### src/rtl/sircPufPkg.sv
/* Shared widths, operation mode and port structs of the PUF session handler
   for the host link and the PUF engine boundary */
`default_nettype none

package sircPufPkg;

	////////////////////////////// Widths
	localparam int REG_W      = 32;  // Parameter register word
	localparam int REG_ADDR_W = 8;   // Parameter register address
	localparam int IN_ADDR_W  = 17;  // Input memory address
	localparam int OUT_ADDR_W = 13;  // Output memory address
	localparam int CFG_BYTES  = 16;  // Delay-line config bytes
	localparam int CFG_W      = 128; // Packed delay-line config
	localparam int RESP_W     = 16;  // Raw engine response
	localparam int RES_ADDR_W = 13;  // Result buffer address

	// Decoded session mode
	typedef enum logic [1:0] {
		calibrate,
		readTemp,
		normalTest
	} opMode_e;

	////////////////////////////// Host side
	typedef struct packed {
		logic                  cmdReq;  // Held until acked
		logic [REG_ADDR_W-1:0] address;
	} regPort_t;

	typedef struct packed {
		logic             cmdAck;
		logic             readDataValid; // One per accepted read, in order
		logic [REG_W-1:0] readData;
	} regResp_t;

	typedef struct packed {
		logic                 readReq;
		logic [IN_ADDR_W-1:0] readAdd;
	} inMemReq_t;

	typedef struct packed {
		logic       readAck;
		logic       readDataValid;
		logic [7:0] readData;
	} inMemResp_t;

	typedef struct packed {
		logic                  writeReq;  // Stalls on ack low
		logic [OUT_ADDR_W-1:0] writeAdd;
		logic [7:0]            writeData;
	} outMemReq_t;

	////////////////////////////// Engine side
	typedef struct packed {
		logic [CFG_W-1:0] pdlConfig;
		logic [REG_W-1:0] pcChallenge;
		opMode_e          mode;
		logic             calTrigger; // One-cycle pulse
		logic             testStart;  // Level until testDone
	} pufCmd_t;

	typedef struct packed {
		logic              testDone;
		logic [RESP_W-1:0] rawResponse;
	} pufStatus_t;

	typedef struct packed {
		logic                  we;
		logic [RES_ADDR_W-1:0] addr;
		logic [7:0]            data;
	} resultWrite_t;

endpackage

`default_nettype wire

### src/rtl/challengeLoader.sv
/* Configuration loader: reads 16 bytes from the input memory, one read
   outstanding, and packs them into the 128-bit delay-line configuration */
`default_nettype none

module challengeLoader (
	input  logic                         clk,
	input  logic                         reset,
	input  logic                         start,     // Pulse from sequencer
	output sircPufPkg::inMemReq_t        inMem,
	input  sircPufPkg::inMemResp_t       inResp,
	output logic [sircPufPkg::CFG_W-1:0] pdlConfig, // Byte i at bit 8*i
	output logic                         loadDone   // One-cycle pulse
);
	import sircPufPkg::*;

	localparam int               IDX_W    = $clog2(CFG_BYTES);
	localparam logic [IDX_W-1:0] LAST_IDX = IDX_W'(CFG_BYTES - 1);

	logic                      readReq;  // Request held until ack
	logic                      pending;  // Read accepted, data not back yet
	logic [IDX_W-1:0]          byteIdx;  // Current address and byte slot
	logic [CFG_BYTES-1:0][7:0] cfgBytes;

	// Read sequencing
	always_ff @(posedge clk) begin
		if (reset) begin
			readReq  <= 1'b0;
			pending  <= 1'b0;
			byteIdx  <= '0;
			loadDone <= 1'b0;
		end else begin
			loadDone <= 1'b0;
			if (start) begin
				readReq <= 1'b1;
				pending <= 1'b0;
				byteIdx <= '0;
			end else begin
				if (readReq && inResp.readAck) begin
					readReq <= 1'b0; // Wait for data before next request
					pending <= 1'b1;
				end
				if (pending && inResp.readDataValid) begin
					pending <= 1'b0;
					if (byteIdx == LAST_IDX) begin
						loadDone <= 1'b1; // All 16 bytes captured
					end else begin
						byteIdx <= byteIdx + 1'b1;
						readReq <= 1'b1;
					end
				end
			end
		end
	end

	// Byte capture
	always_ff @(posedge clk) begin
		if (pending && inResp.readDataValid)
			cfgBytes[byteIdx] <= inResp.readData;
	end

	always_comb begin
		inMem.readReq = readReq;
		inMem.readAdd = IN_ADDR_W'(byteIdx); // Zero-extended index
	end

	assign pdlConfig = cfgBytes;

endmodule

`default_nettype wire

### config.mk
export PLATFORM = sky130hd
export DESIGN_NAME = challengeLoader
export DESIGN_NICKNAME = d
export VERILOG_FILES = /design/src/rtl/sircPufPkg.sv /design/src/rtl/challengeLoader.sv
export SDC_FILE = /design/constraint.sdc
export NUM_CORES = 1
export LEC_CHECK = 0
export ABC_AREA = 1
export BUFFER_PORTS_ARGS = -buffer_cell sky130_fd_sc_hd__buf_2
export CAP_MARGIN = 30
export CORE_MARGIN = 2
export CORE_UTILIZATION = 45
export CTS_CLUSTER_SIZE = 24
export DETAILED_ROUTE_END_ITERATION = 8
export GPL_TIMING_DRIVEN = 0
export PLACE_DENSITY = 0.73
export REMOVE_ABC_BUFFERS = 1
export SYNTH_ARGS = -nofsm -noshare
export SYNTH_HDL_FRONTEND = slang
export SYNTH_SLANG_ARGS = --single-unit
### constraint.sdc
create_clock -name clk -period 2.07 [get_ports clk]
set_clock_uncertainty 0.05 [all_clocks]
set_input_delay 0.207 -clock clk [delete_from_list [all_inputs] [get_ports clk]]
set_output_delay 0.207 -clock clk [all_outputs]
set_load 0.1 [all_outputs]
==> results.yml <==
synth:
  yosysUniqueCellTypes: 18
  synth.ff_latch_count: 135
  yosys-top-cells-area: "edfxtp_1, dfxtp_1, buf_4, nor2_1, ha_1"
  synth_cells: 211
  synth_top_area_cell: "edfxtp_1"
  syn_area_per_cell_um2: 20.8
  yosys_warnings: 0
  seq_area_frac_synth_pct: 90.7
  syn_area_um2: 4390
  synth_top_cell_area_share_pct: 87.5
flow_run:
  cap_violations: 0
placed_design:
  place_area_um2: 5230
  io_buffers: 146
  hpwlAfterDp_um: 5690
  gp_congestion: 0.761
cts:
  htree_num_levels: 4
  cts_root_buf: "clkbuf_8"
  clock_path_buffers: 2
  path_clk_slew_ns: 0.06
  numCtsBuffers: 17
  clkLatencyLatePin_ns: 0.51
  cts.sinks: 135
  cts_tree: "yes"
setup_path:
  crit_slowest_cell: "nor2_1"
  critical_path.max_fanout: 8
  crit_path_cell_trace: "inv_1 > ha_1 > nand2_1 > nor2_1"
  worstSetupStartpointType: "flop"
  cp_data_arrival_time_ns: 1.89
  cp.required_ns: 2.15
  cp_slowest_stage_delay_ns: 0.63
  criticalPathCategory: "flop to flop"
  end_kind: "flop"
final_layout:
  n_fill_cell: 757
  final_cell_mix: "buf_2, edfxtp_1, nor2_1, clkbuf_16, conb_1"
  nNetsFinal: 397
  final_common_cell: "buf_2"
  drive_gt1_share_pct: 46.3
  antenna_cells: 0
  fin_area_um2: 5860
  area_delta_synth_final_pct: 33.5
grt:
  grt_use_total_pct: 16.9
  grt_max_degree: 17
  globalRouteOverflowTotal: 0
  grt_pass1_wl_um: 12300
  antenna_found_initial: 0
  grt_pass1_vias: 2220
timing:
  finalCritPeriodShare_pct: 87.7
  setup_tns_ns: 0
  min_period_ns: 1.81
  rsz0062_at_grt: "no"
  maxSlewHeadroom_pct: 47.0
  fmax_mhz: 551
  final_max_slew_viol_count: 0
  worst_slew_pin_slew_ns: 0.792
  hold_viol: 0
  finalSetupViolCount: 0
route:
  postRouteAntennaNets: 0
  drc: 0
  drtPass1Iterations: 4
  wl_per_cell_um: 16.8
  routed_wl_um: 8830
  routed_via_density: 4.42
  vias: 2323
  drt_iter0_markers: 96
die:
  start_util_pct: 45.6
  die_h_um: 103
  ios: 160
  die_area_um2: 10600
  core_um2: 9640
  die-width_um: 103
  rows: 36
outcome:
  status: "completed"
worst_hold_path:
  hold_path.class: "input pin to flop"
pwr:
  total_power_w: 0.00604
  power_density_nw_per_um2: 1030
  peakVddDrop_v: 0.000490
  leakage_nw: 2.25
## sequential cells by signal, summed over array words and instances (netlist names)
| register | count |
|---|---|
| byteIdx | 4 |
| loadDone | 1 |
| pdlConfig | 128 |
| pending | 1 |
| readReq | 1 |
## critical path, delay by kind of cell (launching register included)
kind,cells,cell delay (ns)
fa+ha+maj,1,0.15
buf+inv,1,0.12
flops,1,0.37
simple gates,2,0.74
## power by group
group | switching [W] | internal [W] | total [W]
sequential | 0.00000223 | 0.00299 | 0.00299
combinational | 0.000183 | 0.0000201 | 0.000203
clock | 0.00103 | 0.00182 | 0.00285
total | 0.00122 | 0.00483 | 0.00604
## final timing paths
| path | startpoint | to | slack (ns) | depth (start not counted) |
|---|---|---|---|---|
| worst max-delay path | byteIdx[0]$_SDFFE_PP0P_ | pdlConfig[100]$_DFFE_PP_ | 0.26 | 4 |
| worst min register to register | pending$_SDFFE_PP0P_ | pending$_SDFFE_PP0P_ | 0.50 | 2 |
| worst min-delay path | inResp[0] | pdlConfig[96]$_DFFE_PP_ | 0.07 | 1 |
| worst max register to register | byteIdx[0]$_SDFFE_PP0P_ | pdlConfig[100]$_DFFE_PP_ | 0.26 | 4 |
## final cells by class
cell class / instances / area, µm² / area share, %
Multi-Input combinational cell: 66 / 318 / 5.42
Clock inverter: 14 / 158 / 2.69
Inverter: 8 / 30.0 / 0.512
Tap cell: 133 / 166 / 2.84
Clock buffer: 18 / 418 / 7.13
Timing Repair Buffer: 152 / 791 / 13.5
Sequential cell: 135 / 3980 / 67.9
## cell families (layout without fill, tap and decap cells)
kind of cell	after synthesis	after routing	share of synthesized area (%)
AO/OA/AOI/OAI	5	5	0.570
other	1	13	0.0854
buffers and inverters	22	192	3.08
adder cells (fa/ha/maj)	4	4	1.14
AND/OR/NAND/NOR	44	44	4.42
flip-flops	135	135	90.7
## metrics by stage
step / hold WS [ns] / worst slack [ns] / instances / util (%)
after floorplan: 0.226 / -0.254 / 209 / -
after global placement: 0.327 / 0.204 / 488 / 54.2
after detailed placement: 0.332 / 0.193 / 488 / 54.2
after CTS: 0.0586 / 0.178 / 526 / 60.8
after global routing: 0.0586 / 0.0634 / 526 / 60.8
final: 0.0686 / 0.255 / 526 / 60.8
## routing by layer
metal / track usage (%) / wire length [µm] / part of all wire (%)
met4: 6.68 / 114 / 1.3
met3: 6.64 / 525 / 5.9
met1: 20.9 / 3660 / 41
met2: 27.1 / 4530 / 51
met5: 0 / 0 / 0
## timing repair
item,in CTS,in global routing
gates resized for setup,0,0
setup buffers,0,0
hold buffers,6,0
endpoints found under the hold margin,7,0
## Yosys cell counts, drive strengths merged
| cell | n |
|---|---|
| nand4 | 1 |
| inv | 8 |
| nor3 | 2 |
| a21oi | 3 |
| o21ai | 2 |
| ha | 4 |
| nor2 | 25 |
| edfxtp | 128 |
| conb | 1 |
| dfxtp | 7 |
| nand3 | 2 |
| buf | 14 |
| nor3b | 1 |
| nand2 | 13 |
(Power assumes the default switching activity.)
