<file path="src/rtl/sircPufPkg.sv">
/* Shared widths, operation mode and port structs of the PUF session handler
   for the host link and the PUF engine boundary */
`default_nettype none

package sircPufPkg;

	////////////////////////////// Widths
	localparam int REG_W      = 32;  // Parameter register word
	localparam int REG_ADDR_W = 8;   // Parameter register address
	localparam int IN_ADDR_W  = 17;  // Input memory address
	localparam int OUT_ADDR_W = 13;  // Output memory address
	localparam int CFG_BYTES  = 16;  // Delay-line config bytes
	localparam int CFG_W      = 128; // Packed delay-line config
	localparam int RESP_W     = 16;  // Raw engine response
	localparam int RES_ADDR_W = 13;  // Result buffer address

	// Decoded session mode
	typedef enum logic [1:0] {
		calibrate,
		readTemp,
		normalTest
	} opMode_e;

	////////////////////////////// Host side
	typedef struct packed {
		logic                  cmdReq;  // Held until acked
		logic [REG_ADDR_W-1:0] address;
	} regPort_t;

	typedef struct packed {
		logic             cmdAck;
		logic             readDataValid; // One per accepted read, in order
		logic [REG_W-1:0] readData;
	} regResp_t;

	typedef struct packed {
		logic                 readReq;
		logic [IN_ADDR_W-1:0] readAdd;
	} inMemReq_t;

	typedef struct packed {
		logic       readAck;
		logic       readDataValid;
		logic [7:0] readData;
	} inMemResp_t;

	typedef struct packed {
		logic                  writeReq;  // Stalls on ack low
		logic [OUT_ADDR_W-1:0] writeAdd;
		logic [7:0]            writeData;
	} outMemReq_t;

	////////////////////////////// Engine side
	typedef struct packed {
		logic [CFG_W-1:0] pdlConfig;
		logic [REG_W-1:0] pcChallenge;
		opMode_e          mode;
		logic             calTrigger; // One-cycle pulse
		logic             testStart;  // Level until testDone
	} pufCmd_t;

	typedef struct packed {
		logic              testDone;
		logic [RESP_W-1:0] rawResponse;
	} pufStatus_t;

	typedef struct packed {
		logic                  we;
		logic [RES_ADDR_W-1:0] addr;
		logic [7:0]            data;
	} resultWrite_t;

endpackage

`default_nettype wire

</file>
<file path="src/rtl/responseWriter.sv">
/* Output write-back: sends the raw response bytes in calibration, else
   copies resultLen buffered result bytes to the output memory */
`default_nettype none

module responseWriter #(
	parameter int resultLen = 64
) (
	input  logic                              clk,
	input  logic                              reset,
	input  logic                              start,       // Pulse from sequencer
	input  sircPufPkg::opMode_e               mode,
	input  logic [sircPufPkg::RESP_W-1:0]     rawResponse,
	output logic [sircPufPkg::RES_ADDR_W-1:0] rdAddr,
	input  logic [7:0]                        rdData,
	output sircPufPkg::outMemReq_t            outMem,
	input  logic                              outAck,
	output logic                              writeDone    // One-cycle pulse
);
	import sircPufPkg::*;

	localparam int LAST_RESULT = resultLen - 1;

	typedef enum logic [1:0] {stIdle, stFetch, stLoad, stWrite} wrState_e;

	wrState_e              state;
	logic [OUT_ADDR_W-1:0] byteIdx;   // Output address and buffer address
	logic                  writeReq;
	logic [7:0]            writeData;
	logic [7:0]            lowHold;   // Low response byte for second write
	logic                  lastByte;

	assign lastByte = (mode == calibrate) ? (byteIdx == OUT_ADDR_W'(1))
		: (byteIdx == LAST_RESULT[OUT_ADDR_W-1:0]);

	// Write sequencing
	always_ff @(posedge clk) begin
		if (reset) begin
			state     <= stIdle;
			byteIdx   <= '0;
			writeReq  <= 1'b0;
			writeDone <= 1'b0;
		end else begin
			writeDone <= 1'b0;
			case (state)
				stIdle: if (start) begin
					byteIdx <= '0;
					if (mode == calibrate) begin
						writeReq <= 1'b1; // High byte goes out first
						state    <= stWrite;
					end else begin
						state <= stFetch;
					end
				end
				stFetch: state <= stLoad; // Buffer samples rdAddr
				stLoad: begin
					writeReq <= 1'b1;
					state    <= stWrite;
				end
				stWrite: if (outAck) begin
					if (lastByte) begin
						writeReq  <= 1'b0;
						writeDone <= 1'b1;
						state     <= stIdle;
					end else begin
						byteIdx <= byteIdx + 1'b1;
						if (mode != calibrate) begin
							writeReq <= 1'b0; // Next byte needs a buffer read
							state    <= stFetch;
						end
					end
				end
				default: state <= stIdle;
			endcase
		end
	end

	// Write data, stable while the request stalls
	always_ff @(posedge clk) begin
		if (state == stIdle && start) begin
			lowHold   <= rawResponse[7:0];
			writeData <= rawResponse[RESP_W-1:8];
		end else if (state == stLoad) begin
			writeData <= rdData;
		end else if (state == stWrite && outAck && mode == calibrate) begin
			writeData <= lowHold;
		end
	end

	assign rdAddr = byteIdx;

	always_comb begin
		outMem.writeReq  = writeReq;
		outMem.writeAdd  = byteIdx;
		outMem.writeData = writeData;
	end

endmodule

`default_nettype wire

</file>
<file path="config.mk">
export PLATFORM = sky130hd
export DESIGN_NAME = responseWriter
export DESIGN_NICKNAME = d
export VERILOG_FILES = /design/src/rtl/sircPufPkg.sv /design/src/rtl/responseWriter.sv
export SDC_FILE = /design/constraint.sdc
export NUM_CORES = 1
export LEC_CHECK = 0
export ABC_AREA = 1
export BUFFER_PORTS_ARGS = -buffer_cell sky130_fd_sc_hd__buf_2
export CAP_MARGIN = 10
export CORE_AREA = 4 4 67 69
export DETAILED_ROUTE_END_ITERATION = 10
export DIE_AREA = 0 0 71 73
export PLACE_DENSITY = 0.79
export SYNTH_ARGS = -nofsm -noshare
export SYNTH_HDL_FRONTEND = slang
export SYNTH_SLANG_ARGS = --single-unit
</file>
<file path="constraint.sdc">
create_clock -name clk -period 2.77 [get_ports clk]
set_input_delay 0.1385 -clock clk [delete_from_list [all_inputs] [get_ports clk]]
set_output_delay 0.1385 -clock clk [all_outputs]
set_load 0.1 [all_outputs]
</file>
==> flow_results.org <==
** STA
- The final hold violation count came to 0.
- Across the routed clock network, the largest skew measured is 0.00612 ns.
- Transition at the pin with the smallest max-transition slack :: 0.557 ns
- Of the available clock period, the critical path in the final layout requires 71.5%.
- Final number of max-transition violations :: 0
- Unrepaired setup endpoints after global routing :: no
- Slew HR :: 62.8%
- Summed negative setup slack over all endpoints :: 0 ns
- Minimum clock period :: 1.98 ns
- Maximum frequency from static timing analysis :: 0.505 GHz
- Setup violations remaining at the end of the flow were counted as 0.

** Floorplan
- Once the floorplan was initialized, standard cells occupied 49.0% of the core.
- Vertical die dimension :: 73 µm
- Die boundary width :: 71 µm
- During I/O placement, the number of pins put on the boundary was 66.
- Number of standard-cell rows in the floorplan :: 23
- Std-Cell Core Area :: 3910 µm²
- Die area :: 5180 µm²

** Detailed routing
- Post-route DRC :: 0
- In the final routed layout, each cell accounts on average for 12.4 µm.
- Initial DRC count :: 91
- In this run the remaining antenna-violating nets after routing total 0.
- Drt via density :: 5.00
- Drt first pass iters :: 4
- Total wire length :: 4.40 mm
- Detailed-route via count :: 1776

** Clocking
- Sinks on Clock Net :: 33
- In this run the post-CTS setup repair buffer count came out at 0.
- Gates resized, CTS repair :: 0
- Htree depth :: 2
- The tree is rooted in a sky130_fd_sc_hd__clkbuf_8.
- For the worst-skew pair, the clock arrives at the later sink with an insertion delay of 0.28 ns.
- TritonCTS clock tree :: built
- The number of clock buffers added by TritonCTS is 5.
- In this run, post-CTS hold repair placed 0 buffers.
- Clock-pin slew of the registers on the worst-case setup and hold paths :: 0.07 ns
- Deepest clock path buffer count :: 2

** Synth
- Yosys printed 0 warnings.
- Netlist area before placement :: 1920 µm²
- After synthesis, flip-flops and latches occupy 42.8% of the total area.
- Synthesis produced a netlist with a net count of 287.
- Post-synthesis average cell area :: 7.61 µm²
- Cell count after synthesis :: 252
- In this run, distinct cell masters in the synthesized netlist total 26.
- After synthesis the netlist holds a flip-flop and latch count of 33.

** GRT
- The initial antenna violation count is 0.
- Number of global-route vias before repair :: 1576
- Global routing used 17.3% of the available tracks across all layers.
- Total gr overflow :: 0
- The first global-routing pass estimated 7.01 mm of wire.
- Pin count of the biggest net entering global routing :: 20

** Worst setup path
- Along the worst path, the maximum fanout reaches 15.
- At the worst endpoint, the arrival time is 2.20 ns.
- Path type of the worst setup path :: flop to flop
- CP endpoint kind :: flop
- Setup crit start kind :: flop
- Worst endpoint required time :: 2.99 ns

** Finish
- 0 antenna diodes ended up in the layout.
- Post-layout nets :: 339
- The post-route netlist has 27.5% of its cells at a drive strength greater than 1.
- The finished cells cover 2290 µm².
- From synthesis to final layout, the design area changed by 19.6%.

** Pwr
- In this run, flip-flops and latches consume 27.4% of the power.
- In this run, the clock network consumes 17.2% of the power.
- Internal power :: 0.00126 W
- Switching power total :: 0.00147 W
- Leakage :: 1.01 nW
- Power share of the combinational group :: 55.4%
- Fraction of power spent switching nets :: 53.8%
- Maximum ir drop on the vdd rail :: 0.000395 V
- Power density over the cells :: 1190 nW/µm²

** Placed design
- Once detailed placement completed, the half-perimeter wirelength came to 3.25 mm.
- Area post-placement :: 2170 µm²
- Routability-driven placement congestion ratio :: 0.961
- Port buffering added 65 buffers.

** Worst hold path
- The min-delay analysis places its worst path in the category input port to flop.

** Flow run
- The tool flagged a number of max-cap violations equal to 0.

** Outcome
- Status :: complete, no violations
-- power groups by stage --
stage          sequential (W)  clock [W]  combinational, W
2_1_floorplan         0.00132          0          0.000762
3_3_place_gp         0.000754          0           0.00150
3_5_place_dp         0.000758          0           0.00151
4_1_cts              0.000749   0.000484           0.00152
5_1_grt              0.000767   0.000502           0.00162
6_report             0.000747   0.000470           0.00151
-- metrics by stage --
stage                     std cells  util (%)  total power (W)  hold slack [ns]  setup slack (ns)
after global placement          347      55.6          0.00225            0.317             0.906
after floorplan                 252         -          0.00208            0.201             0.476
after global routing            355      58.6          0.00288          0.00765             0.562
after CTS                       355      58.6          0.00275           0.0175             0.803
final                           355      58.6          0.00273           0.0304             0.790
after detailed placement        347      55.6          0.00227            0.317             0.826
-- path summary, 6_finish.rpt --
check / start / slack, ns / endpoint / cells after the start
worst max-delay path: state[0] / 0.79 / writeReq / 9
worst max register to register: state[0] / 0.79 / writeReq / 9
worst min-delay path: rawResponse[7] / 0.03 / lowHold[7] / 1
worst min register to register: writeReq / 0.52 / writeReq / 4
-- final cells by class --
cell class,instances,area [µm²]
tap,50,62.6
sequential,33,821
clock inverter,2,37.5
multi-input combinational,177,876
clock buffer,6,82.6
fill,378,1620
timing repair buffer,67,340
inverter,20,75.1
-- critical path: stages (launching register included) --
cell                      delay (ns)
sky130_fd_sc_hd__dfxtp_1        0.35
sky130_fd_sc_hd__ha_1           0.28
sky130_fd_sc_hd__inv_1          0.37
sky130_fd_sc_hd__o22ai_1        0.16
sky130_fd_sc_hd__inv_1          0.24
sky130_fd_sc_hd__buf_4          0.24
sky130_fd_sc_hd__nand3_1        0.09
sky130_fd_sc_hd__nand2_1        0.07
sky130_fd_sc_hd__inv_1          0.03
sky130_fd_sc_hd__nor2_1         0.08
-- cell usage in the layout (no fill, tap or decap), types with 2 or more instances in the layout --
cell and n:
sky130_fd_sc_hd__xnor2_1 3, sky130_fd_sc_hd__nand2_4 2, sky130_fd_sc_hd__nand3_1 22, sky130_fd_sc_hd__nand2_1 65, sky130_fd_sc_hd__buf_2 65, sky130_fd_sc_hd__nand2_2 2, sky130_fd_sc_hd__nor2_1 38, sky130_fd_sc_hd__clkbuf_8 6
sky130_fd_sc_hd__o21ai_0 3, sky130_fd_sc_hd__ha_1 5, sky130_fd_sc_hd__nand4_1 5, sky130_fd_sc_hd__buf_4 2, sky130_fd_sc_hd__a21oi_2 3, sky130_fd_sc_hd__xor2_1 4, sky130_fd_sc_hd__a21oi_1 12, sky130_fd_sc_hd__edfxtp_1 16
sky130_fd_sc_hd__dfxtp_1 17, sky130_fd_sc_hd__a31oi_1 8, sky130_fd_sc_hd__inv_1 19
-- flip-flops by register name, summed over array words and instances, names as in the netlist --
signal     cells
rdAddr        13
lowHold        8
writeData      8
state          2
writeDone      1
writeReq       1
-- cells by family after synthesis --
group | after synthesis | synth area share (%)
DFF | 33 | 42.8
buffers and inverters | 42 | 11.5
AOI/OAI and AO/OA | 28 | 8.68
xor gates and xnor gates | 7 | 3.20
and+or+nand+nor | 137 | 30.5
adders and majority gates | 5 | 3.26
-- layer usage --
layer  track usage [%]  vias up  wire, µm
met1              22.1      785      1930
met4              8.14        0        36
met3              4.68        4       327
met2              27.4       74      2100
li1                  -      913         -
met5                 0        -         0
-- Yosys cell counts, drive strengths merged --
cell    number  area (µm²)
nor4         1        6.26
inv         19        71.3
clkbuf       4        15.0
ha           5        62.6
o22ai        1        6.26
nand3       23         120
edfxtp      16         480
o21ai        3        15.0
o311ai       1        8.76
dfxtp       17         340
nor2        39         149
a21oi       15        86.3
xnor2        3        26.3
nand4        5        31.3
a31oi        8        50.1
buf         18         131
xor2         4        35.0
clkinv       1        3.75
nand2       69         279
Note: power is estimated with default switching activity, not from simulation.
