`src/rtl/sircPufPkg.sv`:
```
/* Shared widths, operation mode and port structs of the PUF session handler
   for the host link and the PUF engine boundary */
`default_nettype none

package sircPufPkg;

	////////////////////////////// Widths
	localparam int REG_W      = 32;  // Parameter register word
	localparam int REG_ADDR_W = 8;   // Parameter register address
	localparam int IN_ADDR_W  = 17;  // Input memory address
	localparam int OUT_ADDR_W = 13;  // Output memory address
	localparam int CFG_BYTES  = 16;  // Delay-line config bytes
	localparam int CFG_W      = 128; // Packed delay-line config
	localparam int RESP_W     = 16;  // Raw engine response
	localparam int RES_ADDR_W = 13;  // Result buffer address

	// Decoded session mode
	typedef enum logic [1:0] {
		calibrate,
		readTemp,
		normalTest
	} opMode_e;

	////////////////////////////// Host side
	typedef struct packed {
		logic                  cmdReq;  // Held until acked
		logic [REG_ADDR_W-1:0] address;
	} regPort_t;

	typedef struct packed {
		logic             cmdAck;
		logic             readDataValid; // One per accepted read, in order
		logic [REG_W-1:0] readData;
	} regResp_t;

	typedef struct packed {
		logic                 readReq;
		logic [IN_ADDR_W-1:0] readAdd;
	} inMemReq_t;

	typedef struct packed {
		logic       readAck;
		logic       readDataValid;
		logic [7:0] readData;
	} inMemResp_t;

	typedef struct packed {
		logic                  writeReq;  // Stalls on ack low
		logic [OUT_ADDR_W-1:0] writeAdd;
		logic [7:0]            writeData;
	} outMemReq_t;

	////////////////////////////// Engine side
	typedef struct packed {
		logic [CFG_W-1:0] pdlConfig;
		logic [REG_W-1:0] pcChallenge;
		opMode_e          mode;
		logic             calTrigger; // One-cycle pulse
		logic             testStart;  // Level until testDone
	} pufCmd_t;

	typedef struct packed {
		logic              testDone;
		logic [RESP_W-1:0] rawResponse;
	} pufStatus_t;

	typedef struct packed {
		logic                  we;
		logic [RES_ADDR_W-1:0] addr;
		logic [7:0]            data;
	} resultWrite_t;

endpackage

`default_nettype wire

```
`src/rtl/paramFetch.sv`:
```
/* Parameter fetch: reads the mode word and the challenge word from the host
   register file, then decodes the mode */
`default_nettype none

module paramFetch (
	input  logic                         clk,
	input  logic                         reset,
	input  logic                         start,       // Pulse from sequencer
	output sircPufPkg::regPort_t         regPort,
	input  sircPufPkg::regResp_t         regResp,
	output sircPufPkg::opMode_e          mode,        // Stable until next fetch
	output logic [sircPufPkg::REG_W-1:0] pcChallenge,
	output logic                         paramsValid  // One-cycle pulse
);
	import sircPufPkg::*;

	localparam logic [REG_ADDR_W-1:0] CHAL_ADDR = 1; // Second and last address
	localparam logic [REG_W-1:0]      MODE_CAL  = 0;
	localparam logic [REG_W-1:0]      MODE_TEMP = 1;

	logic                  busy;      // Words still expected
	logic                  wordCount; // Set after first word
	logic [1:0][REG_W-1:0] wordShift; // [1] mode word, [0] challenge word

	// Request side and word counting
	always_ff @(posedge clk) begin
		if (reset) begin
			busy            <= 1'b0;
			wordCount       <= 1'b0;
			regPort.cmdReq  <= 1'b0;
			regPort.address <= '0;
			paramsValid     <= 1'b0;
		end else begin
			paramsValid <= 1'b0;
			if (start) begin
				busy            <= 1'b1;
				wordCount       <= 1'b0;
				regPort.cmdReq  <= 1'b1; // First read at address 0
				regPort.address <= '0;
			end else if (busy) begin
				// Accepted read
				if (regPort.cmdReq && regResp.cmdAck) begin
					if (regPort.address == CHAL_ADDR)
						regPort.cmdReq <= 1'b0; // Both reads issued
					else
						regPort.address <= regPort.address + 1'b1;
				end
				if (regResp.readDataValid) begin
					wordCount <= 1'b1;
					if (wordCount) begin
						busy        <= 1'b0;
						paramsValid <= 1'b1; // Second word in
					end
				end
			end
		end
	end

	// Returned words shift in, oldest ends up in [1]
	always_ff @(posedge clk) begin
		if (busy && regResp.readDataValid)
			wordShift <= {wordShift[0], regResp.readData};
	end

	// Mode decode
	always_comb begin
		case (wordShift[1])
			MODE_CAL:  mode = calibrate;
			MODE_TEMP: mode = readTemp;
			default:   mode = normalTest; // Any other word
		endcase
	end

	assign pcChallenge = wordShift[0];

endmodule

`default_nettype wire

```
`config.mk`:
```
export PLATFORM = sky130hd
export DESIGN_NAME = paramFetch
export DESIGN_NICKNAME = d
export VERILOG_FILES = /design/src/rtl/sircPufPkg.sv /design/src/rtl/paramFetch.sv
export SDC_FILE = /design/constraint.sdc
export NUM_CORES = 1
export LEC_CHECK = 0
export BUFFER_PORTS_ARGS = -buffer_cell sky130_fd_sc_hd__buf_2
export CORE_MARGIN = 10
export CORE_UTILIZATION = 49
export DETAILED_ROUTE_END_ITERATION = 8
export PLACE_DENSITY = 0.76
export RECOVER_POWER = 25
export SLEW_MARGIN = 10
export SYNTH_ARGS = -nofsm -noshare
export SYNTH_HDL_FRONTEND = slang
export SYNTH_SLANG_ARGS = --single-unit
```
`constraint.sdc`:
```
create_clock -name clk -period 2.9 [get_ports clk]
set_clock_uncertainty 0.1 [all_clocks]
set_input_delay 0.29 -clock clk [delete_from_list [all_inputs] [get_ports clk]]
set_output_delay 0.29 -clock clk [all_outputs]
set_load 0.01 [all_outputs]
```
==> metrics.txt, run 1 <==
outcome=complete, no violations; DR iter-0 viols=75; maximum VDD drop=0.000331 V; root buffer cell=clkbuf_8; net switching power=0.410 mW; vias in the first global route=1,520; hold buffer count at cts=0; critical path cell sequence=nor4_1 > nand4_1 > or2_2 > buf_2; Yosys warnings=0; Comb power frac=0.040; DRC=0; Slew HR=0.607; filler cell count=433; GP Congestion=0.764; Synth Register Bits=76; Post-Synthesis Cells=173; Pleak=1.22 nW; CP peak stage delay=0.39 ns; top_reg_cell synth=edfxtp_1; Avg WL per Cell=16.1 µm; EDFF count, synth=between 60 and 70; fin. max-slew vios=0; # diodes=0; TritonCTS Buffers=9; Async SR Flop Fraction=0; PortBufs=80; clock latency at the later pin of the worst-skew pair=between 0.3 and 0.4 ns; Synth cell types=27; core footprint=0.00551 mm²; Die W=95.5 µm; register area share after synthesis=0.773; initial antenna violation count=0; period utilization=0.736; PD cells=654 mW/mm²; clk slew on worst S/H paths=~0.08 ns; Syn Std Cell Area=roughly 0.0028 mm²; setup_tns=0 ns; RSZ-0062 raised after global routing=false; share of cells above drive strength 1=0.418; Post-DRT Antenna Nets=0; Post-CTS Resized=0; Mapped Nets=between 200 and 250; Setup WS pre-CTS=approximately 1.1 ns; Nets=273; Starting Density=0.508; slowest stage cell, crit path=nor4_1; Sw Share=0.190; Post-CTS Setup Bufs=0; DP HPWL=3710 µm; final worst setup slack=0.766 ns; Worst Path Max Fanout=2; Multi-input gate area=383 µm²; Routed WL=5000 µm; fmax=469 MHz; Crit path buffers/inverters=1; FP Rows=27; drt pass-1 iters=4; I/O pins=81; Die Span Y=roughly 96 µm; routed vias/inst=~5; CTS Sinks=76; Critical R2R Launch=regPort[0]; hold path start=regResp[4]; Startpoint Class=register; CP delay by family, top=simple AND/OR/NAND/NOR gates; CP Data Arrival Time=1.74 ns; worst hold-check path type=in -> reg; Fin. Hold Viols=0; total global routing overflow=0; Required @ worst endpoint=2.51 ns; Clk pwr share=0.385; first-pass GRT wire length=7460 µm; final setup fails=0; Tot GR Track Use=0.110; H-tree Lvls=3; crit path time final=2.13 ns; worst-margin pin slew=0.581 ns; pin count of the biggest net entering global routing=60; CP Class=reg -> out; part of the power in registers=0.575; Max-Cap Viols=0; Synth-to-Final Area Change=17.7%; CTS tree=yes; crit path from=wordShift[44]; Int Pwr=1.74 mW; clock tree buffer depth=2; die area=0.00913 mm²; Mapped Avg Cell Area=16.2 µm²; Via Count=1,555; sequential cell area=0.00216 mm²; critical path endpoint category=output port
[power groups by stage]
stage | Sequential (mW) | Clock (mW) | Combinational (mW)
2_1_floorplan | 1.26 | 0 | 0.0516
4_1_cts | 1.24 | 0.857 | 0.0852
6_report | 1.24 | 0.829 | 0.0853
3_5_place_dp | 1.26 | 0 | 0.0847
3_3_place_gp | 1.26 | 0 | 0.0832
5_1_grt | 1.24 | 0.898 | 0.0949
[worst register-to-register path: stages (launching register included)]
cell and delay, ns:
dfxtp_1 0.45, ha_1 0.20, nor4b_1 0.49, a21oi_1 0.24, mux2i_1 0.18
[layout make-up]
cell class,count,area share
flip-flops and latches,76,0.657
multi-input cells,62,0.116
clock inverters,5,0.0236
inverters,2,0.00228
well taps,72,0.0274
repair buffers,83,0.133
clock buffers,11,0.0399
[flip-flops by register name, indices dropped and copies added, names as in the netlist]
name,cells
pcChallenge,32
wordShift,32
regPort,9
busy,1
paramsValid,1
wordCount,1
[path summary, 6_finish.rpt]
kind,end,slack [ns],cells after the start
max,mode[1],0.77,4
min,pcChallenge[4],0.03,1
max reg2reg,regPort[0],1.11,4
min reg2reg,wordShift[42],0.34,0
[cell usage in the layout (no fill, tap or decap), drive strengths merged, types with 2 or more instances in the layout]
master	count
nor2	4
inv	2
edfxtp	64
buf	80
clkinv	2
bufinv	2
dlygate4sd3	2
nand3	3
a21oi	8
ha	2
mux2i	2
nand4	8
or2	2
clkbuf	12
or3	6
nor3	3
nand2	5
dfxtp	12
nor4	7
o21ai	4
[cells in the mapped netlist (3+ instances only)]
master    number  area share
buf_4         32       0.086
nor2_1         4      0.0054
nor3_1         3      0.0054
dfxtp_1       12       0.086
nor4_1         7       0.016
nand2_1        5      0.0067
edfxtp_1      64        0.69
or3_1          4      0.0089
o21ai_0        4      0.0072
nand4_1        8       0.018
a21oi_1        8       0.014
[per-layer routing]
metal  vias to the layer above  track usage  routed length [µm]
met5                         -            0                   0
met4                         0       0.0663                  95
met3                        10       0.0589                 575
met2                        66        0.165                2260
met1                       731        0.122                2060
li1                        748            -                   -
[through the flow]
step / area (µm²) / utilization / power, mW / instances / hold slack, ns
finish: 3290 / 0.598 / 2.15 / 311 / 0.0257
floorplan: 2800 / - / 1.31 / 173 / 0.262
detailed placement: 3060 / 0.556 / 1.35 / 293 / 0.329
CTS: 3270 / 0.594 / 2.18 / 309 / 0.00463
global placement: 3060 / 0.556 / 1.35 / 293 / 0.329
global route: 3290 / 0.598 / 2.24 / 311 / 0.0000578
[kinds of logic after synthesis]
kind of cell / count (synthesis) / share of synthesized area
AOI/OAI and AO/OA: 16 / 0.0331
adders and majority gates: 2 / 0.00895
buffers and inverters: 35 / 0.0899
DFF: 76 / 0.773
muxes: 2 / 0.00716
and+or+nand+nor: 42 / 0.0877
Power figures use the tool's default switching activity.
==> run 2: changes to the inputs <==
CORE_UTILIZATION = 46   (was 49)
PLACE_DENSITY = 0.75   (was 0.76)
clock period = 1.8 ns   (was 2.9 ns; I/O delays follow)
==> run 2 against run 1 <==
Net effect: the run now ends with negative setup slack left; first-iteration DRC count grew 11%; critical path depth unchanged; core utilization rose by 2.6 points; final cell count up 12%; non-clock buffer count rose by 33; sequential cell count stayed put.
==> metrics.txt, run 2 (synthesis gave the netlist of run 1 again) <==
outcome=finished, violations left; violated checks=negative setup slack; Critical R2R Launch=regPort[1]; Routed WL=5700 µm (+14%); fin. max-slew vios=0 (unchanged); most frequent cells in the layout=buf_2 (79), edfxtp_1 (64), dlygate4sd3_1 (33); H-tree Lvls=3 (unchanged); vias in the first global route=1,828 (+20%); Max-Cap Viols=0 (unchanged); PortBufs=80 (unchanged); RSZ-0062 raised after global routing=true; CP Class=reg -> out; filler cell count=450 (+3.9%); hold path start=start; maximum VDD drop=0.000516 V (+56%); Hold Crit Depth=3 (+2); initial antenna violation count=0 (unchanged); Tot GR Track Use=0.122 (+0.0118); Post-DRT Antenna Nets=0 (unchanged); Fin. Hold Viols=0 (unchanged); Slew HR=0.760 (+0.153); clock tree buffer depth=2 (unchanged); critical path endpoint category=output port; die area=0.00960 mm² (+5.1%); net switching power=0.691 mW (+68%); Via Count=1,689 (+8.6%); total global routing overflow=0 (unchanged); sequential cell area=0.00216 mm² (unchanged); core footprint=0.00592 mm² (+7.5%); Int Pwr=2.99 mW (+72%); CTS Sinks=76 (unchanged); share of cells above drive strength 1=0.393 (-0.0250); part of the power in registers=0.544 (-0.031); Die Span Y=98.0 µm (+2.5%); commonest non-fill, non-tap cell in the layout=buf_2; Worst Path Max Fanout=2 (unchanged); routed vias/inst=4.87 (-2.7%); first-pass GRT wire length=9250 µm (+24%); PD cells=997 mW/mm² (+52%); DR iter-0 viols=83 (+11%); Cell Count Post-Placement=298 (+1.7%); Die W=98.0 µm (+2.5%); Required @ worst endpoint=1.52 ns (-0.99 ns); CTS tree=yes; TritonCTS Buffers=9 (unchanged); Multi-input gate area=427 µm² (+11%); FP Rows=28 (+3.7%); Nets=306 (+12%); worst hold-check path type=in -> reg; final setup fails=2 (+2); Power Total=3.68 mW (+71%); Comb power frac=0.054 (+0.014); DRC=0 (unchanged); CP Data Arrival Time=1.60 ns (-0.14 ns); end of the worst register-to-register path=regPort[1]; GP Congestion=0.782 (+2.3%); period utilization=1.05; fin cells=347 (+12%); fmax=531 MHz; I/O pins=81 (unchanged); pin count of the biggest net entering global routing=38 (-37%); clock latency at the later pin of the worst-skew pair=0.34 ns (about the same); final worst setup slack=-0.0821 ns (-0.848 ns); clk slew on worst S/H paths=0.07 ns (about the same); DP HPWL=3940 µm (+6.2%); crit path time final=1.88 ns; worst-margin pin slew=0.360 ns (-0.222 ns); drt pass-1 iters=4 (unchanged); Synth-to-Final Area Change=32.0%; R2R depth=6 (+2); Pleak=1.38 nW (+14%); Sw Share=0.188 (-0.00273); Hold Path End=busy; Starting Density=0.472 (-0.0355); FF-to-FF setup slack=0.23 ns (-0.88 ns); root buffer cell=clkbuf_8; Avg WL per Cell=16.4 µm (+2.2%); Clk pwr share=0.402 (+0.017); Startpoint Class=register; # diodes=0 (unchanged)
[run 2: changes by cell type in the layout (fill, tap and decap cells not counted), sizes merged]
cell         previous run  this run
clkbuf                 12        10
clkinvlp                1         0
dlygate4sd3             2        33
clkinv                  2         3
bufinv                  2         3
buf                    80        83
[run 2: repair_timing]
| item | CTS | global route |
|---|---|---|
| resized for setup | 7 | 1 |
| hold buffers | 33 | 0 |
| setup endpoints to repair | 2 | 2 |
| endpoints found under the hold margin | 34 | 0 |
| buffers inserted | 0 | 0 |
| pin swaps | 5 | 4 |
[run 2: area by class of cell]
cell class,count,area share
clock buffers,10,0.0346
inverters,2,0.00203
well taps,75,0.0254
clock inverters,6,0.0278
multi-input cells,62,0.116
repair buffers,116,0.209
flip-flops and latches,76,0.586
[run 2: layer usage]
layer,global-route usage,share of wire,vias up,wire [µm]
li1,-,-,816,-
met1,0.134,0.39,804,2250
met2,0.200,0.52,56,2980
met3,0.0402,0.058,13,333
met4,0.0749,0.025,0,141
met5,0,0,-,0
[run 2: through the flow]
stage	hold WS [ns]	cell area, µm²	TNS (ns)	utilization	worst slack (ns)
global placement	0.257	3080	0	0.521	0.168
detailed placement	0.258	3080	0	0.521	0.155
floorplan	0.152	2800	0	-	0.298
finish	0.0521	3690	-0.103	0.624	-0.0821
global route	0.0479	3690	-0.318	0.624	-0.181
CTS	0.0288	3680	-0.183	0.622	-0.109
[run 2: power groups by stage]
| stage | clock (mW) | sequential (mW) | combinational, mW |
|---|---|---|---|
| after floorplan | 0 | 2.03 | 0.0839 |
| after global placement | 0 | 2.03 | 0.137 |
| after detailed placement | 0 | 2.04 | 0.142 |
| after CTS | 1.52 | 2.00 | 0.199 |
| after global routing | 1.59 | 2.01 | 0.217 |
| final | 1.48 | 2.00 | 0.198 |
[run 2: critical path, stage by stage (launching register included)]
cell and delay (ns):
edfxtp_1 0.38, nor4_2 0.32, nand4_1 0.16, or2_4 0.28, buf_6 0.12
[run 2: how the worst max path moves through the flow]
stage / from / endpoint
final: wordShift[33] / mode[1]
after global routing: wordShift[62] / mode[1]
after CTS: wordShift[49] / mode[1]
after detailed placement: wordShift[44] / mode[1]
after global placement: wordShift[44] / mode[1]
after floorplan: regPort[0] / regPort[0]
