$ cat src/rtl/sircPufPkg.sv
/* Shared widths, operation mode and port structs of the PUF session handler
   for the host link and the PUF engine boundary */
`default_nettype none

package sircPufPkg;

	////////////////////////////// Widths
	localparam int REG_W      = 32;  // Parameter register word
	localparam int REG_ADDR_W = 8;   // Parameter register address
	localparam int IN_ADDR_W  = 17;  // Input memory address
	localparam int OUT_ADDR_W = 13;  // Output memory address
	localparam int CFG_BYTES  = 16;  // Delay-line config bytes
	localparam int CFG_W      = 128; // Packed delay-line config
	localparam int RESP_W     = 16;  // Raw engine response
	localparam int RES_ADDR_W = 13;  // Result buffer address

	// Decoded session mode
	typedef enum logic [1:0] {
		calibrate,
		readTemp,
		normalTest
	} opMode_e;

	////////////////////////////// Host side
	typedef struct packed {
		logic                  cmdReq;  // Held until acked
		logic [REG_ADDR_W-1:0] address;
	} regPort_t;

	typedef struct packed {
		logic             cmdAck;
		logic             readDataValid; // One per accepted read, in order
		logic [REG_W-1:0] readData;
	} regResp_t;

	typedef struct packed {
		logic                 readReq;
		logic [IN_ADDR_W-1:0] readAdd;
	} inMemReq_t;

	typedef struct packed {
		logic       readAck;
		logic       readDataValid;
		logic [7:0] readData;
	} inMemResp_t;

	typedef struct packed {
		logic                  writeReq;  // Stalls on ack low
		logic [OUT_ADDR_W-1:0] writeAdd;
		logic [7:0]            writeData;
	} outMemReq_t;

	////////////////////////////// Engine side
	typedef struct packed {
		logic [CFG_W-1:0] pdlConfig;
		logic [REG_W-1:0] pcChallenge;
		opMode_e          mode;
		logic             calTrigger; // One-cycle pulse
		logic             testStart;  // Level until testDone
	} pufCmd_t;

	typedef struct packed {
		logic              testDone;
		logic [RESP_W-1:0] rawResponse;
	} pufStatus_t;

	typedef struct packed {
		logic                  we;
		logic [RES_ADDR_W-1:0] addr;
		logic [7:0]            data;
	} resultWrite_t;

endpackage

`default_nettype wire

$ cat src/rtl/sessionControl.sv
/* Session sequencer: follows the host run flag through fetch, load, compute
   and write-back, drives the engine trigger and clears the run flag */
`default_nettype none

module sessionControl #(
	parameter int calibWait = 10
) (
	input  logic                clk,
	input  logic                reset,
	input  logic                userRunValue,
	output logic                userRunClear, // One-cycle pulse at session end
	input  sircPufPkg::opMode_e mode,
	input  logic                paramsValid,
	input  logic                loadDone,
	input  logic                testDone,
	input  logic                writeDone,
	output logic                fetchStart,
	output logic                loadStart,
	output logic                writeStart,
	output logic                calTrigger,
	output logic                testStart
);
	import sircPufPkg::*;

	localparam int WAIT_W    = $clog2(calibWait + 1);
	localparam int WAIT_LAST = calibWait - 1;

	typedef enum logic [2:0] {
		stIdle, stFetch, stLoad, stCompute, stWriteback, stClear
	} phase_e;

	phase_e            phase;
	logic [WAIT_W-1:0] waitCnt; // Cycles since calTrigger

	always_ff @(posedge clk) begin
		if (reset) begin
			phase        <= stIdle;
			waitCnt      <= '0;
			userRunClear <= 1'b0;
			fetchStart   <= 1'b0;
			loadStart    <= 1'b0;
			writeStart   <= 1'b0;
			calTrigger   <= 1'b0;
			testStart    <= 1'b0;
		end else begin
			fetchStart <= 1'b0; // Start strobes are single cycle
			loadStart  <= 1'b0;
			writeStart <= 1'b0;
			calTrigger <= 1'b0;
			case (phase)
				stIdle: if (userRunValue && !userRunClear) begin
					fetchStart <= 1'b1;
					phase      <= stFetch;
				end
				stFetch: if (paramsValid) begin
					loadStart <= 1'b1;
					phase     <= stLoad;
				end
				stLoad: if (loadDone) begin
					phase   <= stCompute;
					waitCnt <= '0;
					if (mode == calibrate)
						calTrigger <= 1'b1;
					else
						testStart <= 1'b1; // Held until testDone
				end
				stCompute: begin
					if (mode == calibrate) begin
						waitCnt <= waitCnt + 1'b1;
						// Write-back lands exactly calibWait cycles after trigger
						if (waitCnt == WAIT_LAST[WAIT_W-1:0]) begin
							writeStart <= 1'b1;
							phase      <= stWriteback;
						end
					end else if (testDone) begin
						testStart  <= 1'b0;
						writeStart <= 1'b1;
						phase      <= stWriteback;
					end
				end
				stWriteback: if (writeDone) begin
					userRunClear <= 1'b1;
					phase        <= stClear;
				end
				stClear: begin
					userRunClear <= 1'b0;
					phase        <= stIdle;
				end
				default: phase <= stIdle;
			endcase
		end
	end

endmodule

`default_nettype wire

$ cat config.mk
export PLATFORM = sky130hd
export DESIGN_NAME = sessionControl
export DESIGN_NICKNAME = d
export VERILOG_FILES = /design/src/rtl/sircPufPkg.sv /design/src/rtl/sessionControl.sv
export SDC_FILE = /design/constraint.sdc
export NUM_CORES = 1
export LEC_CHECK = 0
export ABC_AREA = 0
export BUFFER_PORTS_ARGS = -buffer_cell sky130_fd_sc_hd__buf_2
export CORE_MARGIN = 1
export CORE_UTILIZATION = 25
export DETAILED_ROUTE_END_ITERATION = 6
export MAX_ROUTING_LAYER = met4
export PLACE_DENSITY = 0.45
export SLEW_MARGIN = 15
export SYNTH_ARGS = -nofsm -noshare
export SYNTH_HDL_FRONTEND = slang
export SYNTH_SLANG_ARGS = --single-unit
$ cat constraint.sdc
create_clock -name clk -period 1.4 [get_ports clk]
set_input_delay 0.14 -clock clk [delete_from_list [all_inputs] [get_ports clk]]
set_output_delay 0.14 -clock clk [all_outputs]
set_load 0.01 [all_outputs]
==> results of run 1 <==
==> power by group through the flow <==
stage	combinational [uW]	clock (uW)	sequential (uW)
after global placement	197	0	426
after CTS	197	248	416
final	202	233	414
after detailed placement	196	0	424
after floorplan	149	0	417
after global routing	223	263	419
==> worst register-to-register path, stage by stage, from the launching register on <==
cell and delay, ns:
dfxtp_2 0.34, inv_2 0.06, ha_4 0.11, nand3b_1 0.09, o31a_1 0.31, buf_4 0.15, a2bb2oi_2 0.12, nor2_1 0.09
==> timing repair <==
item | CTS | global route
gates resized for setup | 0 | 7
endpoints found under the hold margin | 0 | 0
setup endpoints to repair | 0 | 1
buffers inserted | 0 | 1
==> final timing paths <==
check,startpoint,end,slack [ns],cells past startpoint
min,userRunValue,fetchStart,0.10,2
min reg2reg,testStart,testStart,0.48,2
max reg2reg,waitCnt[1],phase[2],0.06,7
max,waitCnt[1],phase[2],0.06,7
==> state kept, by name, summed over array words and instances, names as in the netlist <==
signal        count
writeStart        1
waitCnt           4
testStart         1
fetchStart        1
calTrigger        1
loadStart         1
phase             3
userRunClear      1
==> layer usage <==
metal | part of all wire, % | GRT usage (%) | routed length, um | up-vias
met3 | 5.4 | 4.89 | 75 | 3
met2 | 44 | 15.4 | 615 | 11
li1 | - | - | - | 303
met5 | 0 | - | 0 | -
met1 | 49 | 14.6 | 685 | 254
met4 | 0.72 | 2.63 | 10 | 0
==> metrics by stage <==
step / instance area [um^2] / hold slack [ns] / worst slack, ns / instances / power (uW)
global route: 826 / 0.101 / -0.0412 / 123 / 905
detailed placement: 768 / 0.385 / 0.0359 / 118 / 620
CTS: 795 / 0.0884 / 0.0159 / 122 / 860
finish: 826 / 0.100 / 0.0623 / 123 / 850
floorplan: 651 / 0.218 / 0.143 / 73 / 566
global placement: 768 / 0.385 / 0.0838 / 118 / 623
==> cells by family (layout without fill, tap and decap cells) <==
| kind of cell | after synthesis | count (layout) | share of synthesized area (%) |
|---|---|---|---|
| AND/OR/NAND/NOR | 33 | 33 | 28.8 |
| XOR/XNOR | 2 | 2 | 2.69 |
| multiplexers | 1 | 1 | 1.54 |
| flip-flops | 13 | 13 | 40.0 |
| adder cells (fa/ha/maj) | 2 | 2 | 3.85 |
| AO/OA/AOI/OAI | 16 | 16 | 18.3 |
| buffers and inverters | 6 | 26 | 4.81 |
==> final cells by class <==
type | instances | area [um^2]
fill | 285 | 1650
multi-input combinational | 54 | 378
sequential | 13 | 265
timing repair buffer | 19 | 108
tap | 30 | 37.5
clock buffer | 4 | 26.3
inverter | 3 | 11.3
==> cells in the mapped netlist <==
cell type and number:
a2111oi_1 1, a211oi_1 1, a21oi_1 3, a221oi_1 1
a2bb2oi_1 1, a32o_1 1, and2b_1 1, and2b_4 1
and3_1 2, buf_2 1, buf_6 1, clkbuf_1 1
dfxtp_1 13, ha_1 2, inv_1 3, mux2i_1 1
nand2_1 4, nand2b_1 1, nand3_1 2, nand3b_1 2
nand4bb_1 1, nor2_1 11, nor2b_1 2, nor3_1 3
nor3b_4 1, nor4_1 1, o211ai_1 2, o21ai_1 2
o21ai_2 1, o21bai_1 1, o311ai_1 1, o31a_1 1
or3_1 1, xor2_1 2
==> out/results.ini, run 1 <==
[critical_path]
crit_path_start_kind = flip-flop
crit_chain = inv_2, ha_4, nand3b_1, o31a_1, buf_4, a2bb2oi_2, nor2_1
crit_slowest_cell = dfxtp_2
critPathRequiredTime_ns = 1.62
max_stage_delay_ns = 0.34
worstPathArrival_ns = 1.56
crit_type = reg2reg
path_delay_family = compound AO/OA/AOI/OAI gates
critPathMaxFanout = 4
critical_path_buf_inv_count = 2
endpoint_kind = flip-flop

[global_route]
antenna_found_initial = 0
grt_pass1_vias = 475
grt_max_degree = 12
grt_usage_pct = 11.1
grt_pass1_wl_um = 2160
overflow = 0

[detailed_routing]
drtIter0Drc = 8
wirelength_um = 1390
wl_per_cell_um = 11.3
dr.pass1.iters = 4
drc = 0
num_vias = 571
vias_per_cell = 4.64
drtAntennaViolNets = 0

[placed_design]
hpwl_um = 1070
gp_congestion = 0.793
portBuffers = 14

[sta]
period_share_pct = 95.5
finalCriticalPeriod_ns = 1.34
report.final.slew_viol_count = 0
final-hold-violation-count = 0
fin_skew_ns = 0.00422
tns_ns = 0
slew_headroom_pct = 80.9
worstMarginPinSlew_ns = 0.285
rsz0062_at_grt = yes
max_freq_mhz = 748
finalSetupViolations = 0

[clock_network]
cts_root_buffer = clkbuf_4
ctsHoldBuffers = 0
cts_buffers = 3
clk_pin_slew_worst_paths_ns = 0.08
cts_max_path_buffers = 2
htreeDepth = 1
cts_tree = yes
cts.sinks = 13
insertion_delay_ns = 0.28

[synth]
synth_cell_types = 34
synth_top_area_cell = dfxtp_1
syn-num-nets = 84
synth_top_cell_area_share_pct = 40.0
synth.area.top_cells = dfxtp_1 (40%), nor2_1 (6.3%), ha_1 (3.8%)
ys_ff_latch = 13
synth_area_um2 = 651
avgSynthCellArea_um2 = 8.91
yosys_warnings = 0
ys_seq_area_share_pct = 40.0
syn-instance-count = 73

[power]
p_int_uw = 602
power.switching_uw = 248
seq_power_share_pct = 48.8
peakVddDrop_v = 0.000635
power.density_nw_per_um2 = 1030
p_clk_share_pct = 27.4
p_sw_share_pct = 29.2
p_comb_share_pct = 23.8
p_leak_uw = 0.000345

[cells_and_area]
final_nets = 105
area.growth.synth_to_final_pct = 26.9
antenna_cells = 0
drive_gt1_share_pct = 32.3
final_common_cell = buf_2
post-route-util_pct = 33.3
layout_common_cells = buf_2 (14), nor2_1 (11), dfxtp_1 (11)

[die]
rows = 18
dieArea_um2 = 2810
die_width_um = 53.0
start_util_pct = 26.3
ios = 15
core_um2 = 2480
die_height_um = 53.0

[min_path]
hold_path.class = in2reg

[run_status]
status = complete, no violations

[flow_run]
max_cap_violations = 0

Note: power is estimated with default switching activity, not from simulation.
==> run 2: changes to the inputs <==
--- a/config.mk
+++ b/config.mk
@@ -9,6 +9,7 @@
 export BUFFER_PORTS_ARGS = -buffer_cell sky130_fd_sc_hd__buf_2
 export CORE_MARGIN = 1
 export CORE_UTILIZATION = 25
+export CTS_BUF_LIST = sky130_fd_sc_hd__clkbuf_4
 export DETAILED_ROUTE_END_ITERATION = 6
 export MAX_ROUTING_LAYER = met4
 export PLACE_DENSITY = 0.45
==> out/results.ini, run 2 (synthesis results as in run 1) <==
[global_route]
busiest_layer = met2
grt_util_met2_pct = 15.4  ; unchanged
grt_pass1_vias = 475  ; unchanged
antenna_found_initial = 0  ; unchanged
grt_max_degree = 12  ; unchanged
met1_usage_pct = 14.6  ; unchanged
grt_pass1_wl_um = 2160  ; unchanged
grt_util_met3_pct = 4.89  ; unchanged
overflow = 0  ; unchanged
grt_usage_pct = 11.1  ; unchanged

[die]
core_um2 = 2480  ; unchanged
die_height_um = 53.0  ; unchanged
ios = 15  ; unchanged
dieArea_um2 = 2810  ; unchanged
rows = 18  ; unchanged
die_width_um = 53.0  ; unchanged
start_util_pct = 26.3  ; unchanged

[placed_design]
portBuffers = 14  ; unchanged
dpl.cell_count = 118  ; unchanged
gp_congestion = 0.793  ; unchanged
hpwl_um = 1070  ; unchanged

[clock_network]
cts_tree = yes
clk_pin_slew_worst_paths_ns = 0.08  ; about the same
cts_max_path_buffers = 2  ; unchanged
cts_root_buffer = clkbuf_4
htreeDepth = 1  ; unchanged
cts_buffers = 3  ; unchanged
insertion_delay_ns = 0.28  ; about the same
cts.sinks = 13  ; unchanged
ctsHoldBuffers = 0  ; unchanged

[detailed_routing]
dr.pass1.iters = 4  ; unchanged
drtIter0Drc = 9  ; +1
drtAntennaViolNets = 0  ; unchanged
drc = 0  ; unchanged
vias_per_cell = 4.66  ; +0.35%
wl_per_cell_um = 11.3  ; -0.22%
wirelength_um = 1380  ; -0.22%
num_vias = 573  ; +0.35%

[critical_path]
max_stage_delay_ns = 0.34  ; about the same
endpoint_kind = flip-flop
critPathMaxFanout = 4  ; unchanged
crit_chain = inv_2, ha_4, nand3b_1, o31a_1, buf_4, a2bb2oi_2, nor2_1
crit_slowest_cell = dfxtp_2
crit_type = reg2reg
rrSetupSlack_ns = 0.06  ; about the same
critical_path_buf_inv_count = 2  ; unchanged
crit_path_start_kind = flip-flop
worstPathArrival_ns = 1.56  ; about the same
critPathRequiredTime_ns = 1.62  ; about the same
path_delay_family = compound AO/OA/AOI/OAI gates

[power]
p_clk_share_pct = 29.0  ; +1.6 points
p_int_uw = 621  ; +3.2%
p_sw_share_pct = 28.5  ; -0.71 points
p_leak_uw = 0.000348  ; +0.99%
power.switching_uw = 248  ; -0.32%
seq_power_share_pct = 47.7  ; -1.1 points
p_comb_share_pct = 23.3  ; -0.5 points
power.density_nw_per_um2 = 1050  ; +1.7%
power_uw = 869  ; +2.2%
peakVddDrop_v = 0.000637  ; +0.21%

[sta]
worstMarginPinSlew_ns = 0.293  ; +0.00844 ns
report.final.slew_viol_count = 0  ; unchanged
final-hold-violation-count = 0  ; unchanged
fin_skew_ns = 0.00426  ; +0.0000426 ns
fin_hold_ws_ns = 0.101  ; +0.00115 ns
period_share_pct = 95.5  ; about the same
rsz0062_at_grt = yes
finalCriticalPeriod_ns = 1.34  ; -0.000256 ns
finalSetupViolations = 0  ; unchanged
max_freq_mhz = 748  ; about the same
slew_headroom_pct = 80.4  ; -0.46 points

[min_path]
hold_path.class = in2reg

[cells_and_area]
top_register = waitCnt
finalNonFillerCells = 123  ; unchanged
largest_reg_flops = 4  ; unchanged
antenna_cells = 0  ; unchanged
reg_top3 = waitCnt: 4 flops, phase: 3 flops
drive_gt1_share_pct = 33.3  ; +1.1 points
final_nets = 105  ; unchanged
fillCellCount = 283  ; -0.70%
area.growth.synth_to_final_pct = 27.5
layout_common_cells = buf_2 (14), nor2_1 (11), dfxtp_1 (11)
final_common_cell = buf_2

[flow_run]
max_cap_violations = 0  ; unchanged

[run_status]
status = complete, no violations

run 2: cell counts in the layout (fill, tap and decap cells not counted):
No cell type changed its count.
run 2: worst paths after layout:
kind                 to  cells past startpoint          from
max            phase[2]                      7    waitCnt[1]
min          fetchStart                      2  userRunValue
max reg2reg    phase[2]                      7    waitCnt[1]
min reg2reg   testStart                      2     testStart
run 2: through the flow:
stage	setup WS [ns]	utilization (%)	cell area, um^2	setup TNS [ns]
global route	-0.0412	33.5	830	-0.0412
floorplan	0.143	-	651	0
detailed placement	0.0359	31.0	768	0
CTS	0.0159	32.2	798	0
finish	0.0626	33.5	830	0
global placement	0.0838	31.0	768	0
run 2: power by group through the flow:
stage / Clock (uW) / Combinational, uW / Sequential [uW]
2_1_floorplan: 0 / 149 / 417
3_3_place_gp: 0 / 197 / 426
3_5_place_dp: 0 / 196 / 424
4_1_cts: 265 / 197 / 416
5_1_grt: 283 / 223 / 419
6_report: 252 / 202 / 415
run 2: layout make-up:
type	count	area, um^2	area share, %
Tap cell	30	37.5	4.52
Timing Repair Buffer	19	108	13.0
Clock buffer	4	30.0	3.62
Inverter	3	11.3	1.36
Multi-Input combinational cell	54	378	45.6
Sequential cell	13	265	32.0
run 2: layer usage:
layer / vias up / share of wire (%)
li1: 305 / -
met1: 254 / 50
met2: 11 / 44
met3: 3 / 5.4
met4: 0 / 0.72
met5: - / 0
run 2: repair_timing:
action | 4_1_cts | 5_1_grt
buffers inserted | 0 | 1
setup endpoints to repair | 0 | 1
gates resized for setup | 0 | 7
==> run 3: changes to the inputs <==
--- a/config.mk
+++ b/config.mk
@@ -13,6 +13,7 @@
 export DETAILED_ROUTE_END_ITERATION = 6
 export MAX_ROUTING_LAYER = met4
 export PLACE_DENSITY = 0.45
+export REMOVE_ABC_BUFFERS = 1
 export SLEW_MARGIN = 15
 export SYNTH_ARGS = -nofsm -noshare
 export SYNTH_HDL_FRONTEND = slang
==> out/results.ini, run 3 (synthesis results as in run 1) <==
[die]
rows = 18  ; unchanged
start_util_pct = 26.3  ; unchanged
die_width_um = 53.0  ; unchanged
ios = 15  ; unchanged
dieArea_um2 = 2810  ; unchanged
core_um2 = 2480  ; unchanged
die_height_um = 53.0  ; unchanged

[critical_path]
reg2reg_from = phase[0]
critPathRequiredTime_ns = 1.60  ; -0.02 ns
endpoint_kind = flip-flop
startpoint = phase[0]
critPathMaxFanout = 6  ; +2
crit_path_start_kind = flip-flop
worstPathArrival_ns = 1.53  ; -0.03 ns
reg2reg_depth = 4  ; -3
crit_path_end = waitCnt[1]
r2r-end = waitCnt[1]
crit_type = reg2reg
rrSetupSlack_ns = 0.07  ; about the same

[cells_and_area]
drive_gt1_share_pct = 34.4  ; +1.1 points
layout_common_cells = buf_2 (14), nor2_1 (11), dfxtp_1 (11)
reg_top3 = waitCnt: 4 flops, phase: 3 flops
largest_reg_flops = 4  ; unchanged
top_register = waitCnt
antenna_cells = 0  ; unchanged
final_nets = 105  ; unchanged
area.growth.synth_to_final_pct = 26.5
final_common_cell = buf_2

[sta]
finalSetupViolations = 0  ; unchanged
finalCriticalPeriod_ns = 1.33  ; -0.00654 ns
fin_skew_ns = 0.00508  ; +0.000818 ns
tns_ns = 0  ; unchanged
slew_headroom_pct = 79.7  ; -0.67 points
max_freq_mhz = 751  ; +0.49%
report.final.slew_viol_count = 0  ; unchanged
period_share_pct = 95.1  ; -0.47 points
fin_hold_ws_ns = 0.0932  ; -0.00811 ns
final-hold-violation-count = 0  ; unchanged
setup_slack_ns = 0.0691  ; +0.00654 ns
worstMarginPinSlew_ns = 0.302  ; +0.00837 ns

[global_route]
overflow = 0  ; unchanged
grt_pass1_vias = 526  ; +11%
grt_pass1_wl_um = 2280  ; +5.5%
grt_usage_pct = 11.8  ; +0.68 points
antenna_found_initial = 0  ; unchanged
grt_max_degree = 12  ; unchanged

[clock_network]
clk_pin_slew_worst_paths_ns = 0.08  ; about the same
cts_tree = yes
cts_max_path_buffers = 2  ; unchanged
cts.sinks = 13  ; unchanged
cts_root_buffer = clkbuf_4
htreeDepth = 1  ; unchanged
cts_buffers = 3  ; unchanged
insertion_delay_ns = 0.28  ; about the same

[detailed_routing]
drtAntennaViolNets = 0  ; unchanged
wl_per_cell_um = 11.2  ; -0.29%
drtIter0Drc = 11  ; +2
drc = 0  ; unchanged
num_vias = 591  ; +3.1%
vias_per_cell = 4.80  ; +3.1%
wirelength_um = 1380  ; -0.29%
dr.pass1.iters = 4  ; unchanged

[placed_design]
portBuffers = 14  ; unchanged
hpwl_um = 1080  ; +1.5%
gp_congestion = 0.758  ; -4.4%
place_ws_ns = 0.0242  ; -0.0117 ns

[power]
p_leak_uw = 0.000348  ; about the same
power.density_nw_per_um2 = 1060  ; +1.6%
peakVddDrop_v = 0.000551  ; -13%

[min_path]
hold_path.class = in2reg
worstHoldPathCells = 2  ; unchanged

[flow_run]
max_cap_violations = 0  ; unchanged

[run_status]
status = complete, no violations

## run 3: cell types whose count changed in the layout (fill, tap and decap cells not counted)
cell,previous run,this run
nor3_2,0,1
a2111oi_1,1,0
a2111oi_2,0,1
ha_4,1,0
nor3_1,3,2
a2bb2oi_1,0,1
a2bb2oi_2,1,0
ha_2,0,1
## run 3: worst max-delay path: stages (launching register included)
cell	delay [ns]
dfxtp_1	0.42
nor3b_4	0.26
o21ai_2	0.10
or3_1	0.34
a21oi_1	0.14
## run 3: repair_timing
action	4_1_cts	5_1_grt
gates resized for setup	0	7
endpoints found under the setup margin	0	1
setup buffers	0	1
hold buffers	0	0
## run 3: layer usage
layer  up-vias  share of wire, %  global-route usage, %
met5         -                 0                      -
met4         0               2.2                   7.89
met3         4               3.7                   2.59
met2        12                45                   17.9
met1       273                49                   13.8
li1        302                 -                      -
## run 3: cell type report
type | instances | area [um^2]
Clock buffer | 4 | 30.0
Inverter | 3 | 11.3
Multi-Input combinational cell | 54 | 372
Sequential cell | 13 | 265
Timing Repair Buffer | 19 | 108
Tap cell | 30 | 37.5
Fill cell | 277 | 1650
## run 3: power breakdown
part | internal (uW) | total (uW) | switching [uW] | leakage (uW)
logic | 98.7 | 204 | 106 | 0.000223
registers | 391 | 415 | 23.4 | 0.000107
clock network | 130 | 256 | 127 | 0.0000184
## run 3: how the worst min path moves through the flow
stage / slack (ns) / endpoint / startpoint
after global routing: 0.08 / fetchStart / userRunValue
after global placement: 0.39 / fetchStart / userRunValue
after floorplan: 0.21 / testStart / reset
after detailed placement: 0.38 / fetchStart / userRunValue
after CTS: 0.09 / fetchStart / userRunValue
final: 0.09 / fetchStart / userRunValue
## run 3: metrics by stage
stage,util (%),power (uW),instance area [um^2],std cells
2_1_floorplan,-,542,631,70
3_3_place_gp,31.0,623,768,118
3_5_place_dp,31.0,622,768,118
4_1_cts,32.2,881,798,122
5_1_grt,33.2,934,823,123
6_report,33.2,875,823,123
